--- src/design/cpu_pkg.sv ---
package cpu_pkg;

    localparam int REG_W  = 4;     // Register index width
    localparam int DATA_W = 32;
    localparam int OP_W   = 5;

    // Opcodes that leave the destination register untouched
    localparam logic [OP_W-1:0] OP_NOP     = 5'h00;
    localparam logic [OP_W-1:0] OP_NOWRITE = 5'h0C;

    // Decoded instruction of 82 bits from the decode stage
    typedef struct packed {
        logic [OP_W-1:0]   opcode;
        logic              ri;      // 1 selects imm32 for the second operand
        logic [REG_W-1:0]  dr;
        logic [REG_W-1:0]  sr1;
        logic [REG_W-1:0]  sr2;
        logic [DATA_W-1:0] imm32;
        logic [DATA_W-1:0] pc;
    } issue_t;

    // Register/value pair for forwarding and writeback
    typedef struct packed {
        logic [REG_W-1:0]  reg_idx; // Zero when the pair is empty
        logic [DATA_W-1:0] data;
    } fwd_t;

    // Stage buffer contents
    // sr1/sr2 stay nonzero only while that operand is unresolved
    typedef struct packed {
        logic [OP_W-1:0]   opcode;
        logic [REG_W-1:0]  dr;
        logic [REG_W-1:0]  sr1;
        logic [REG_W-1:0]  sr2;
        logic [DATA_W-1:0] sr1_val;
        logic [DATA_W-1:0] sr2_val;
        logic [DATA_W-1:0] pc;
    } rr_out_t;

endpackage

--- src/design/reg_file.sv ---
module reg_file import cpu_pkg::*; #(
    parameter int NUM_REGS = 16
) (
    input  logic                i_clk,
    input  logic                i_reset,

    // Combinational read ports
    input  logic [REG_W-1:0]    i_read_a1,
    input  logic [REG_W-1:0]    i_read_a2,
    output logic [DATA_W-1:0]   o_read_d1,
    output logic [DATA_W-1:0]   o_read_d2,

    input  logic [REG_W-1:0]    i_set_busy,  // Zero means no register
    input  fwd_t                i_wb,        // Writeback clears the busy bit
    output logic [NUM_REGS-2:0] o_busy       // Bit n-1 belongs to rn
);

    // r0 has no storage
    logic [DATA_W-1:0]   regs [1:NUM_REGS-1];
    logic [NUM_REGS-2:0] busy;

    assign o_busy = busy;

    // Reads see the value from before a same-cycle writeback
    always_comb begin
        o_read_d1 = '0;
        o_read_d2 = '0;
        if ((i_read_a1 != '0) && (i_read_a1 < NUM_REGS))
            o_read_d1 = regs[i_read_a1];
        if ((i_read_a2 != '0) && (i_read_a2 < NUM_REGS))
            o_read_d2 = regs[i_read_a2];
    end

    always_ff @(posedge i_clk) begin
        if (i_reset) begin
            for (int r = 1; r < NUM_REGS; r++)
                regs[r] <= '0;
            busy <= '0;
        end else begin
            if (i_wb.reg_idx != '0) begin
                regs[i_wb.reg_idx]        <= i_wb.data;
                busy[i_wb.reg_idx - 1'b1] <= 1'b0;
            end
            // A new owner beats the writeback clear
            if (i_set_busy != '0)
                busy[i_set_busy - 1'b1] <= 1'b1;
        end
    end

    // Nothing may be marked busy coming out of reset
    a_busy_clear_after_reset: assert property (
        @(posedge i_clk) i_reset |=> (o_busy == '0)
    ) else $error("busy list not clear after reset");

endmodule

--- src/design/operand_resolve.sv ---
module operand_resolve import cpu_pkg::*; #(
    parameter int NUM_REGS = 16
) (
    input  logic [REG_W-1:0]    i_src,
    input  logic                i_use_imm,
    input  logic [DATA_W-1:0]   i_imm,
    input  logic [DATA_W-1:0]   i_reg_data,  // Register file read data
    input  logic [NUM_REGS-2:0] i_busy,
    input  fwd_t                i_fwd1,
    input  fwd_t                i_fwd2,
    output logic [DATA_W-1:0]   o_val,
    output logic [REG_W-1:0]    o_pending    // Nonzero while unresolved
);

    logic src_busy;

    // r0 is never busy
    assign src_busy = (i_src != '0) && i_busy[i_src - 1'b1];

    always_comb begin
        o_val     = '0;
        o_pending = '0;
        if (i_use_imm)
            o_val = i_imm;
        else if (!src_busy)
            o_val = i_reg_data;
        else if (i_fwd1.reg_idx == i_src)   // Bus 1 has priority
            o_val = i_fwd1.data;
        else if (i_fwd2.reg_idx == i_src)
            o_val = i_fwd2.data;
        else
            o_pending = i_src;              // Later stage waits on this one
    end

endmodule

--- src/design/reg_read_stage.sv ---
module reg_read_stage import cpu_pkg::*; #(
    parameter int NUM_REGS = 16
) (
    input  logic                i_clk,
    input  logic                i_reset,

    input  issue_t              i_issue,
    input  fwd_t                i_fwd1,
    input  fwd_t                i_fwd2,

    input  logic                i_pipe_stall,
    input  logic                i_pipe_flush,
    output logic                o_pipe_stall,
    output logic                o_pipe_flush,

    // Register file side
    output logic [REG_W-1:0]    o_read_a1,
    output logic [REG_W-1:0]    o_read_a2,
    input  logic [DATA_W-1:0]   i_read_d1,
    input  logic [DATA_W-1:0]   i_read_d2,
    input  logic [NUM_REGS-2:0] i_busy,
    output logic [REG_W-1:0]    o_set_busy,

    output rr_out_t             o_rr        // Stage buffer
);

    logic              no_dest;
    logic              sr1_use_imm;
    logic [DATA_W-1:0] sr1_val;
    logic [DATA_W-1:0] sr2_val;
    logic [REG_W-1:0]  sr1_pending;
    logic [REG_W-1:0]  sr2_pending;
    rr_out_t           rr_next;

    // This stage never raises stall or flush itself
    assign o_pipe_stall = i_pipe_stall;
    assign o_pipe_flush = i_pipe_flush;

    assign o_read_a1 = i_issue.sr1;
    assign o_read_a2 = i_issue.sr2;

    // Mark the destination busy as the instruction is issued
    assign no_dest    = (i_issue.opcode == OP_NOP) || (i_issue.opcode == OP_NOWRITE);
    assign o_set_busy = (i_pipe_stall || no_dest) ? '0 : i_issue.dr;

    // Only the second operand has an immediate form
    assign sr1_use_imm = 1'b0;

    operand_resolve #(
        .NUM_REGS  (NUM_REGS)
    ) u_resolve_sr1 (
        .i_src      (i_issue.sr1),
        .i_use_imm  (sr1_use_imm),
        .i_imm      (i_issue.imm32),
        .i_reg_data (i_read_d1),
        .i_busy     (i_busy),
        .i_fwd1     (i_fwd1),
        .i_fwd2     (i_fwd2),
        .o_val      (sr1_val),
        .o_pending  (sr1_pending)
    );

    operand_resolve #(
        .NUM_REGS  (NUM_REGS)
    ) u_resolve_sr2 (
        .i_src      (i_issue.sr2),
        .i_use_imm  (i_issue.ri),
        .i_imm      (i_issue.imm32),
        .i_reg_data (i_read_d2),
        .i_busy     (i_busy),
        .i_fwd1     (i_fwd1),
        .i_fwd2     (i_fwd2),
        .o_val      (sr2_val),
        .o_pending  (sr2_pending)
    );

    always_comb begin
        rr_next.opcode  = i_issue.opcode;
        rr_next.dr      = i_issue.dr;
        rr_next.sr1     = sr1_pending;
        rr_next.sr2     = sr2_pending;
        rr_next.sr1_val = sr1_val;
        rr_next.sr2_val = sr2_val;
        rr_next.pc      = i_issue.pc;
    end

    always_ff @(posedge i_clk) begin
        if (i_reset || i_pipe_flush)
            o_rr <= '0;         // Flushed slot becomes a no-op
        else if (!i_pipe_stall)
            o_rr <= rr_next;
    end

    a_flush_gives_nop: assert property (
        @(posedge i_clk) i_pipe_flush |=> (o_rr.opcode == OP_NOP)
    ) else $error("opcode not cleared after flush");

    a_stall_holds_buffer: assert property (
        @(posedge i_clk) (i_pipe_stall && !i_pipe_flush && !i_reset) |=> $stable(o_rr)
    ) else $error("stage buffer changed during stall");

endmodule

--- src/design/reg_read_top.sv ---
module reg_read_top import cpu_pkg::*; #(
    parameter int NUM_REGS = 16
) (
    input  logic    i_clk,
    input  logic    i_reset,

    input  issue_t  i_issue,
    input  fwd_t    i_fwd1,
    input  fwd_t    i_fwd2,
    input  fwd_t    i_wb,

    input  logic    i_pipe_stall,
    input  logic    i_pipe_flush,

    output rr_out_t o_rr,
    output logic    o_pipe_stall,
    output logic    o_pipe_flush
);

    logic [REG_W-1:0]    read_a1;
    logic [REG_W-1:0]    read_a2;
    logic [DATA_W-1:0]   read_d1;
    logic [DATA_W-1:0]   read_d2;
    logic [REG_W-1:0]    set_busy;
    logic [NUM_REGS-2:0] busy;

    reg_read_stage #(
        .NUM_REGS     (NUM_REGS)
    ) u_stage (
        .i_clk        (i_clk),
        .i_reset      (i_reset),
        .i_issue      (i_issue),
        .i_fwd1       (i_fwd1),
        .i_fwd2       (i_fwd2),
        .i_pipe_stall (i_pipe_stall),
        .i_pipe_flush (i_pipe_flush),
        .o_pipe_stall (o_pipe_stall),
        .o_pipe_flush (o_pipe_flush),
        .o_read_a1    (read_a1),
        .o_read_a2    (read_a2),
        .i_read_d1    (read_d1),
        .i_read_d2    (read_d2),
        .i_busy       (busy),
        .o_set_busy   (set_busy),
        .o_rr         (o_rr)
    );

    reg_file #(
        .NUM_REGS   (NUM_REGS)
    ) u_reg_file (
        .i_clk      (i_clk),
        .i_reset    (i_reset),
        .i_read_a1  (read_a1),
        .i_read_a2  (read_a2),
        .o_read_d1  (read_d1),
        .o_read_d2  (read_d2),
        .i_set_busy (set_busy),
        .i_wb       (i_wb),
        .o_busy     (busy)
    );

endmodule

--- config.mk ---
export PLATFORM = sky130hd
export DESIGN_NAME = reg_read_top
export DESIGN_NICKNAME = d
export VERILOG_FILES = /design/src/design/cpu_pkg.sv /design/src/design/reg_file.sv /design/src/design/operand_resolve.sv /design/src/design/reg_read_stage.sv /design/src/design/reg_read_top.sv
export SDC_FILE = /design/constraint.sdc
export NUM_CORES = 1
export LEC_CHECK = 0
export BUFFER_PORTS_ARGS = -buffer_cell sky130_fd_sc_hd__buf_2
export CORE_MARGIN = 2
export CORE_UTILIZATION = 40
export DETAILED_ROUTE_END_ITERATION = 6
export PLACE_DENSITY = 0.68
export SYNTH_ARGS = -nofsm -noshare
export SYNTH_HDL_FRONTEND = slang
export SYNTH_SLANG_ARGS = --single-unit
--- constraint.sdc ---
create_clock -name i_clk -period 5.7 [get_ports i_clk]
set_clock_uncertainty 0.1 [all_clocks]
set_input_delay 1.425 -clock i_clk [delete_from_list [all_inputs] [get_ports i_clk]]
set_output_delay 1.425 -clock i_clk [all_outputs]
set_load 0.03 [all_outputs]
### Yosys cells after proc, flatten, opt, wreduce, memory -nomap -nowiden

Memories as Yosys holds them, arrays and structs flattened.
Cells that the tools add are included.

* bits in registers: 128
* bits in writable memories: 480
* input bits: 194
* output and inout port bits: 115
* logic and storage cells: 76
* memories: 1

* add/sub/neg operators: 4
* magnitude comparators: 6
* equal/unequal tests: 5
* mux-type cells: 36
* bitwise operators: 3
* reduce and logical (&&, ||, !) cells: 13

Memory list
* u_reg_file.regs: depth 15, bits a word 32, rd ports 2, clocked after memory_dff 0, write ports 15, line reg_file.sv:19 `logic [DATA_W-1:0] regs [1:NUM_REGS-1];`

Operators by type and width (number)
* two-way mux 32 bit: 10
* two-way mux 15 bit: 3
* two-way mux 4 bit: 9
* OR reduction 32 bit: 1
* less-than comparator 4 x 5 -> 1 bit (second input constant): 4
* equality test 4 bit: 4
* nonzero test 4 bit: 4
* subtractor 4 x 1 -> 4 bit (second input constant): 4
* bitwise AND 15 bit: 1
* inverter 15 bit: 1
* OR 15 bit: 1
* two-way mux 1 bit: 10
* binary-select mux 1 bit (select 4 bit): 2
* demux 1 bit (select 4 bit): 2
* >= comparator 4 x 1 -> 1 bit (second input constant): 2
* equality test 5 x 4 -> 1 bit (second input constant): 1
* logical NOT 5 bit: 1
* logical AND 1 bit: 4
* logical OR 1 bit: 3

### Depth between registers and ports, before layout

* depth after elaboration: 11
* depth in mapped cells: 15
* gate-level depth less buffers: 8

### Hierarchy

A second synthesis with hierarchy kept.

* cells, all modules: 2692
* area total of the unflattened synthesis: 34006.4 um^2

By module, submodules not included
* reg_file: times used 1, cells each 1855, area an instance 26480.4 um^2, sequential area each 14744.1 um^2
* reg_read_stage: times used 1, cells each 387, area an instance 4132.7 um^2, sequential area each 2262.2 um^2
* operand_resolve: times used 2, cells each 225, area an instance 1696.6 um^2, sequential area each 0.0 um^2

### Worst setup path after synthesis

No wires, ideal clock.

* kind: input -> register
* start point: input i_issue[65] (netlist name)
* end point: register u_stage.o_rr[39] (netlist name)
* setup time: 0.075 ns
* data arrival time: 4.267 ns
* data required time: 5.525 ns
* path slack: 1.259 ns
* stages: 12
* path buffers: 4
* cell sequence: clkbuf_1 -> buf_2 -> clkbuf_1 -> inv_1 -> ha_1 -> mux2_1 -> a221oi_1 -> o21ai_1 -> o211ai_2 -> buf_2 -> mux2_2 -> o22ai_1

* longest elaborated chain between the ends: 6
* elaborated cells between the ends (all ways): 13
* those cells by class: add/sub: 1; eq/ne: 2; mux: 7; reduce/logical: 2; memory: 1

RTL lines
* start: declaration: line reg_read_top.sv:7 `input issue_t i_issue,`
* subtractor 4 x 1 -> 4 bit: line operand_resolve.sv:18 `assign src_busy = (i_src != '0) && i_busy[i_src - 1'b1];`
* binary-select mux 1 bit (select 4 bit): line operand_resolve.sv:18
* two-way mux 1 bit (not written as such): line operand_resolve.sv:18
* logical AND 1 bit: line operand_resolve.sv:18
* two-way mux 32 bit (*): line operand_resolve.sv:25 `else if (!src_busy)`
* two-way mux 32 bit (*): line operand_resolve.sv:23 `if (i_use_imm)`

Every way passes the cells marked *; elsewhere a longest branch is shown, timed or not. The select of a mux whose other input is x is not followed.
A chain may end at the register's enable or synchronous reset.

### Worst setup path in the final report

* start point: input i_issue[68] (netlist name)
* end point: register u_stage.o_rr[88] (netlist name)

* longest elaborated chain between the ends: 5
* elaborated cells between the ends (all ways): 12
* those cells by class: add/sub: 1; eq/ne: 2; mux: 6; reduce/logical: 2; memory: 1

RTL lines (line)
* subtractor 4 x 1 -> 4 bit: operand_resolve.sv:18
* binary-select mux 1 bit (select 4 bit): operand_resolve.sv:18
* two-way mux 1 bit (not written as such): operand_resolve.sv:18
* logical AND 1 bit: operand_resolve.sv:18
* two-way mux 32 bit (*): operand_resolve.sv:25

Marks and branches as above.

==> load_flow_metrics.sql <==
INSERT INTO impl_metrics (metric_group, metric, value, unit) VALUES
('run_status', 'outcome', 'complete, no violations', ''),
('place', 'dp.final_hpwl', '71900', 'um'),
('power', 'p_total', '11.5', 'mW'),
('sta', 'min_period_over_period', '0.745', ''),
('worst_setup_path', 'timing.critical_path.fanout_max', '66', ''),
('cells_and_area', 'final.fill_count', '7491', ''),
('sta', 'timing_worst_slew_pin_value', '1.15', 'ns'),
('global_route', 'groute.usage.overall', '0.262', ''),
('global_route', 'grt_antenna_before_repair', '22', ''),
('die', 'io_pins', '309', ''),
('hold_path', 'terminating_pin_of_the_worst_hold_path', 'u_reg_file.o_busy[1]$_SDFF_PP0_', ''),
('clocking', 'cts_hold_buf', '0', ''),
('place', 'io_buf_count', '308', ''),
('sta', 'totalNegativeSetupSlack', '0', 'ns'),
('sta', 'slew_viol_final', '0', ''),
('drt', 'drtIter0Drc', '2966', ''),
('drt', 'avgRoutedWirePerCell', '28.2', 'um'),
('die', 'core', '84000', 'um2'),
('worst_setup_path', 'critical_path.top_delay_family', 'buffers and inverters', ''),
('place', 'gp_routability_congestion', '0.821', ''),
('synthesis', 'synth-seq-area-share', '0.527', ''),
('clocking', 'ctsRootBufferMaster', 'clkbuf_16', ''),
('synthesis', 'synthTopCellsByArea', 'edfxtp_1, mux2i_1, and2_1', ''),
('worst_setup_path', 'crit_path_top_delay_cell', 'buf_4', ''),
('synthesis', 'synth_top_flop_cell', 'edfxtp_1', ''),
('worst_setup_path', 'ff2ff_setup_slack', '3.23', 'ns'),
('power', 'ir_drop', '0.189', 'mV'),
('worst_setup_path', 'ff2ff_path_depth', '7', ''),
('drt', 'drt-total-wl', '117000', 'um'),
('synthesis', 'post_synth_edffs', '512', ''),
('sta', 'relSlewSlack', '0.235', ''),
('cells_and_area', 'nNetsFinal', '3171', ''),
('die', 'floorplan.initialDensity', '0.405', ''),
('die', 'fp.dieArea', '87400', 'um2'),
('worst_setup_path', 'critical_path.reg2reg.endpoint', 'u_stage.o_rr[88]$_SDFFE_PP0N_', ''),
('hold_path', 'min_path_cells', '2', ''),
('die', 'die_w', '296', 'um'),
('worst_setup_path', 'critPathRequiredTime', '6.06', 'ns'),
('place', 'preCtsSetupSlack', '0.819', 'ns'),
('job', 'maxCapViolCount', '0', ''),
('worst_setup_path', 'critPathBufInv', '3', ''),
('worst_setup_path', 'critical_path.max_stage_delay', '0.87', 'ns'),
('hold_path', 'min_from', 'u_reg_file.o_busy[1]$_SDFF_PP0_', ''),
('sta', 'timing.hold.ws', '0.380', 'ns'),
('drt', 'via_count', '25500', ''),
('synthesis', 'synth_cells', '2752', ''),
('drt', 'route.detailed.vias_per_inst', '6.11', ''),
('worst_setup_path', 'timing.critical_path.cells', 'buf_8 > buf_4 > nor2_1 > o2111ai_1 > o2111ai_1 > a211oi_4 > buf_4 > mux2i_1 > a21oi_1', ''),
('die', 'die_span_in_y', '296', 'um'),
('synthesis', 'synth-async-reset-ratio', '0', ''),
('drt', 'detail_route.first_pass.iterations', '7', ''),
('synthesis', 'yosys_register_bits', '640', ''),
('cells_and_area', 'final_util', '0.465', ''),
('sta', 'final_hold_viol_count', '0', ''),
('drt', 'remaining_drc_errors', '0', ''),
('drt', 'antenna_violating_nets_post_route', '0', ''),
('cells_and_area', 'flow.area_growth_from_synthesis', '14.8', '%'),
('sta', 'fin_crit', '4.25', 'ns'),
('clocking', 'clock_network_latency_to_the_later_pin_of_the_worst_skew_pair', '0.62', 'ns'),
('clocking', 'tritoncts_num_sinks', '640', ''),
('cells_and_area', 'area.sequential', '17900', 'um2'),
('clocking', 'tritoncts', 'built', ''),
('power', 'p_per_area', '295', 'nW/um2'),
('sta', 'finalSetupViolations', '0', ''),
('clocking', 'clk_path_buf_depth', '3', ''),
('clocking', 'cts_inserted_buffers', '68', ''),
('worst_setup_path', 'worst_r2r_startpoint', 'u_reg_file.o_busy[13]$_SDFF_PP0_', ''),
('cells_and_area', 'multi_input_comb_area', '15200', 'um2'),
('clocking', 'clk_pin_slew_worst_paths', '0.06', 'ns'),
('clocking', 'cts.htree.levels', '3', ''),
('hold_path', 'holdCritPathClass', 'flip-flop to flip-flop', '');
## synthesized netlist by cell type (all sizes together), types with 10 or more instances
cell	number
a21o	30
a21oi	20
a221oi	113
a22o	32
a22oi	87
and2	485
and3	25
buf	78
clkbuf	191
dfxtp	128
edfxtp	512
inv	21
mux2	24
mux2i	344
mux4	119
nand2	84
nand3	76
nor2	69
nor2b	10
nor3	12
o211ai	32
o21ai	115
o22ai	53
xor2	13
## routing by layer
metal  global-route usage  vias up  wire length [um]  part of all wire
met5                    0        -               107           0.00091
met4                0.121       18              5020             0.043
met3               0.0749      314             14000              0.12
met2                0.425     1619             54900              0.47
met1                0.324    12600             43300              0.37
li1                     -    10900                 -                 -
## flip-flops by register name (all words and copies together), names as in the netlist
signal / cells
u_reg_file.regs: 512
u_stage.o_rr: 113
u_reg_file.o_busy: 15
## placed cells by master, fill, tap and decap left out, drive strengths merged, types with 26 or more instances in the layout
| master | instances |
|---|---|
| a221oi | 113 |
| nand2 | 84 |
| o21ai | 115 |
| buf | 391 |
| inv | 26 |
| o211ai | 32 |
| o22ai | 53 |
| conb | 32 |
| mux4 | 119 |
| and2 | 485 |
| a22o | 32 |
| nor2 | 69 |
| a21o | 30 |
| a22oi | 87 |
| edfxtp | 512 |
| clkbuf | 90 |
| dfxtp | 128 |
| nand3 | 76 |
| mux2i | 344 |
## kinds of logic after synthesis
logic type | count (synthesis) | synth area share
other | 1 | 0.000110
AOI/OAI and AO/OA | 525 | 0.110
muxes | 487 | 0.188
xor gates and xnor gates | 21 | 0.00563
buffers and inverters | 290 | 0.0372
adders and majority gates | 2 | 0.000735
and+or+nand+nor | 786 | 0.131
DFF | 640 | 0.527
## worst reg2reg max path, cell delays in order, from the launching register on
cell and delay [ns]:
dfxtp_1 0.40, nand2_1 0.08, o311ai_0 0.43, a211oi_2 0.12, a211oi_4 0.24, buf_4 0.58, mux2i_1 0.30, a21oi_1 0.09
## power breakdown
part / internal [mW] / switching [mW] / total, mW
Sequential: 5.34 / 0.150 / 5.49
Combinational: 0.621 / 1.06 / 1.69
Clock: 2.46 / 1.88 / 4.34
## worst max-delay path by stage
stage / startpoint / depth (start not counted) / endpoint
finish: i_issue[68] / 9 / u_stage.o_rr[88]$_SDFFE_PP0N_
global route: i_issue[68] / 9 / u_stage.o_rr[88]$_SDFFE_PP0N_
CTS: i_issue[68] / 9 / u_stage.o_rr[88]$_SDFFE_PP0N_
detailed placement: i_issue[68] / 9 / u_stage.o_rr[88]$_SDFFE_PP0N_
global placement: i_issue[68] / 9 / u_stage.o_rr[88]$_SDFFE_PP0N_
floorplan: i_issue[65] / 12 / u_stage.o_rr[39]$_SDFFE_PP0N_
## layout make-up
cell class | instances | share of cell area
flip-flops and latches | 640 | 0.459
clock buffers | 90 | 0.0481
clock inverters | 32 | 0.00644
repair buffers | 391 | 0.0588
multi-input cells | 1853 | 0.389
well taps | 1134 | 0.0363
inverters | 21 | 0.00202
diodes | 7 | 0.000449
## through the flow
step	std cells	cell area [um2]
final	4168	39100
after global routing	4166	39000
after CTS	4161	39000
after detailed placement	4039	36900
after global placement	4039	36900
after floorplan	2783	34100
Power figures use the tool's default switching activity.
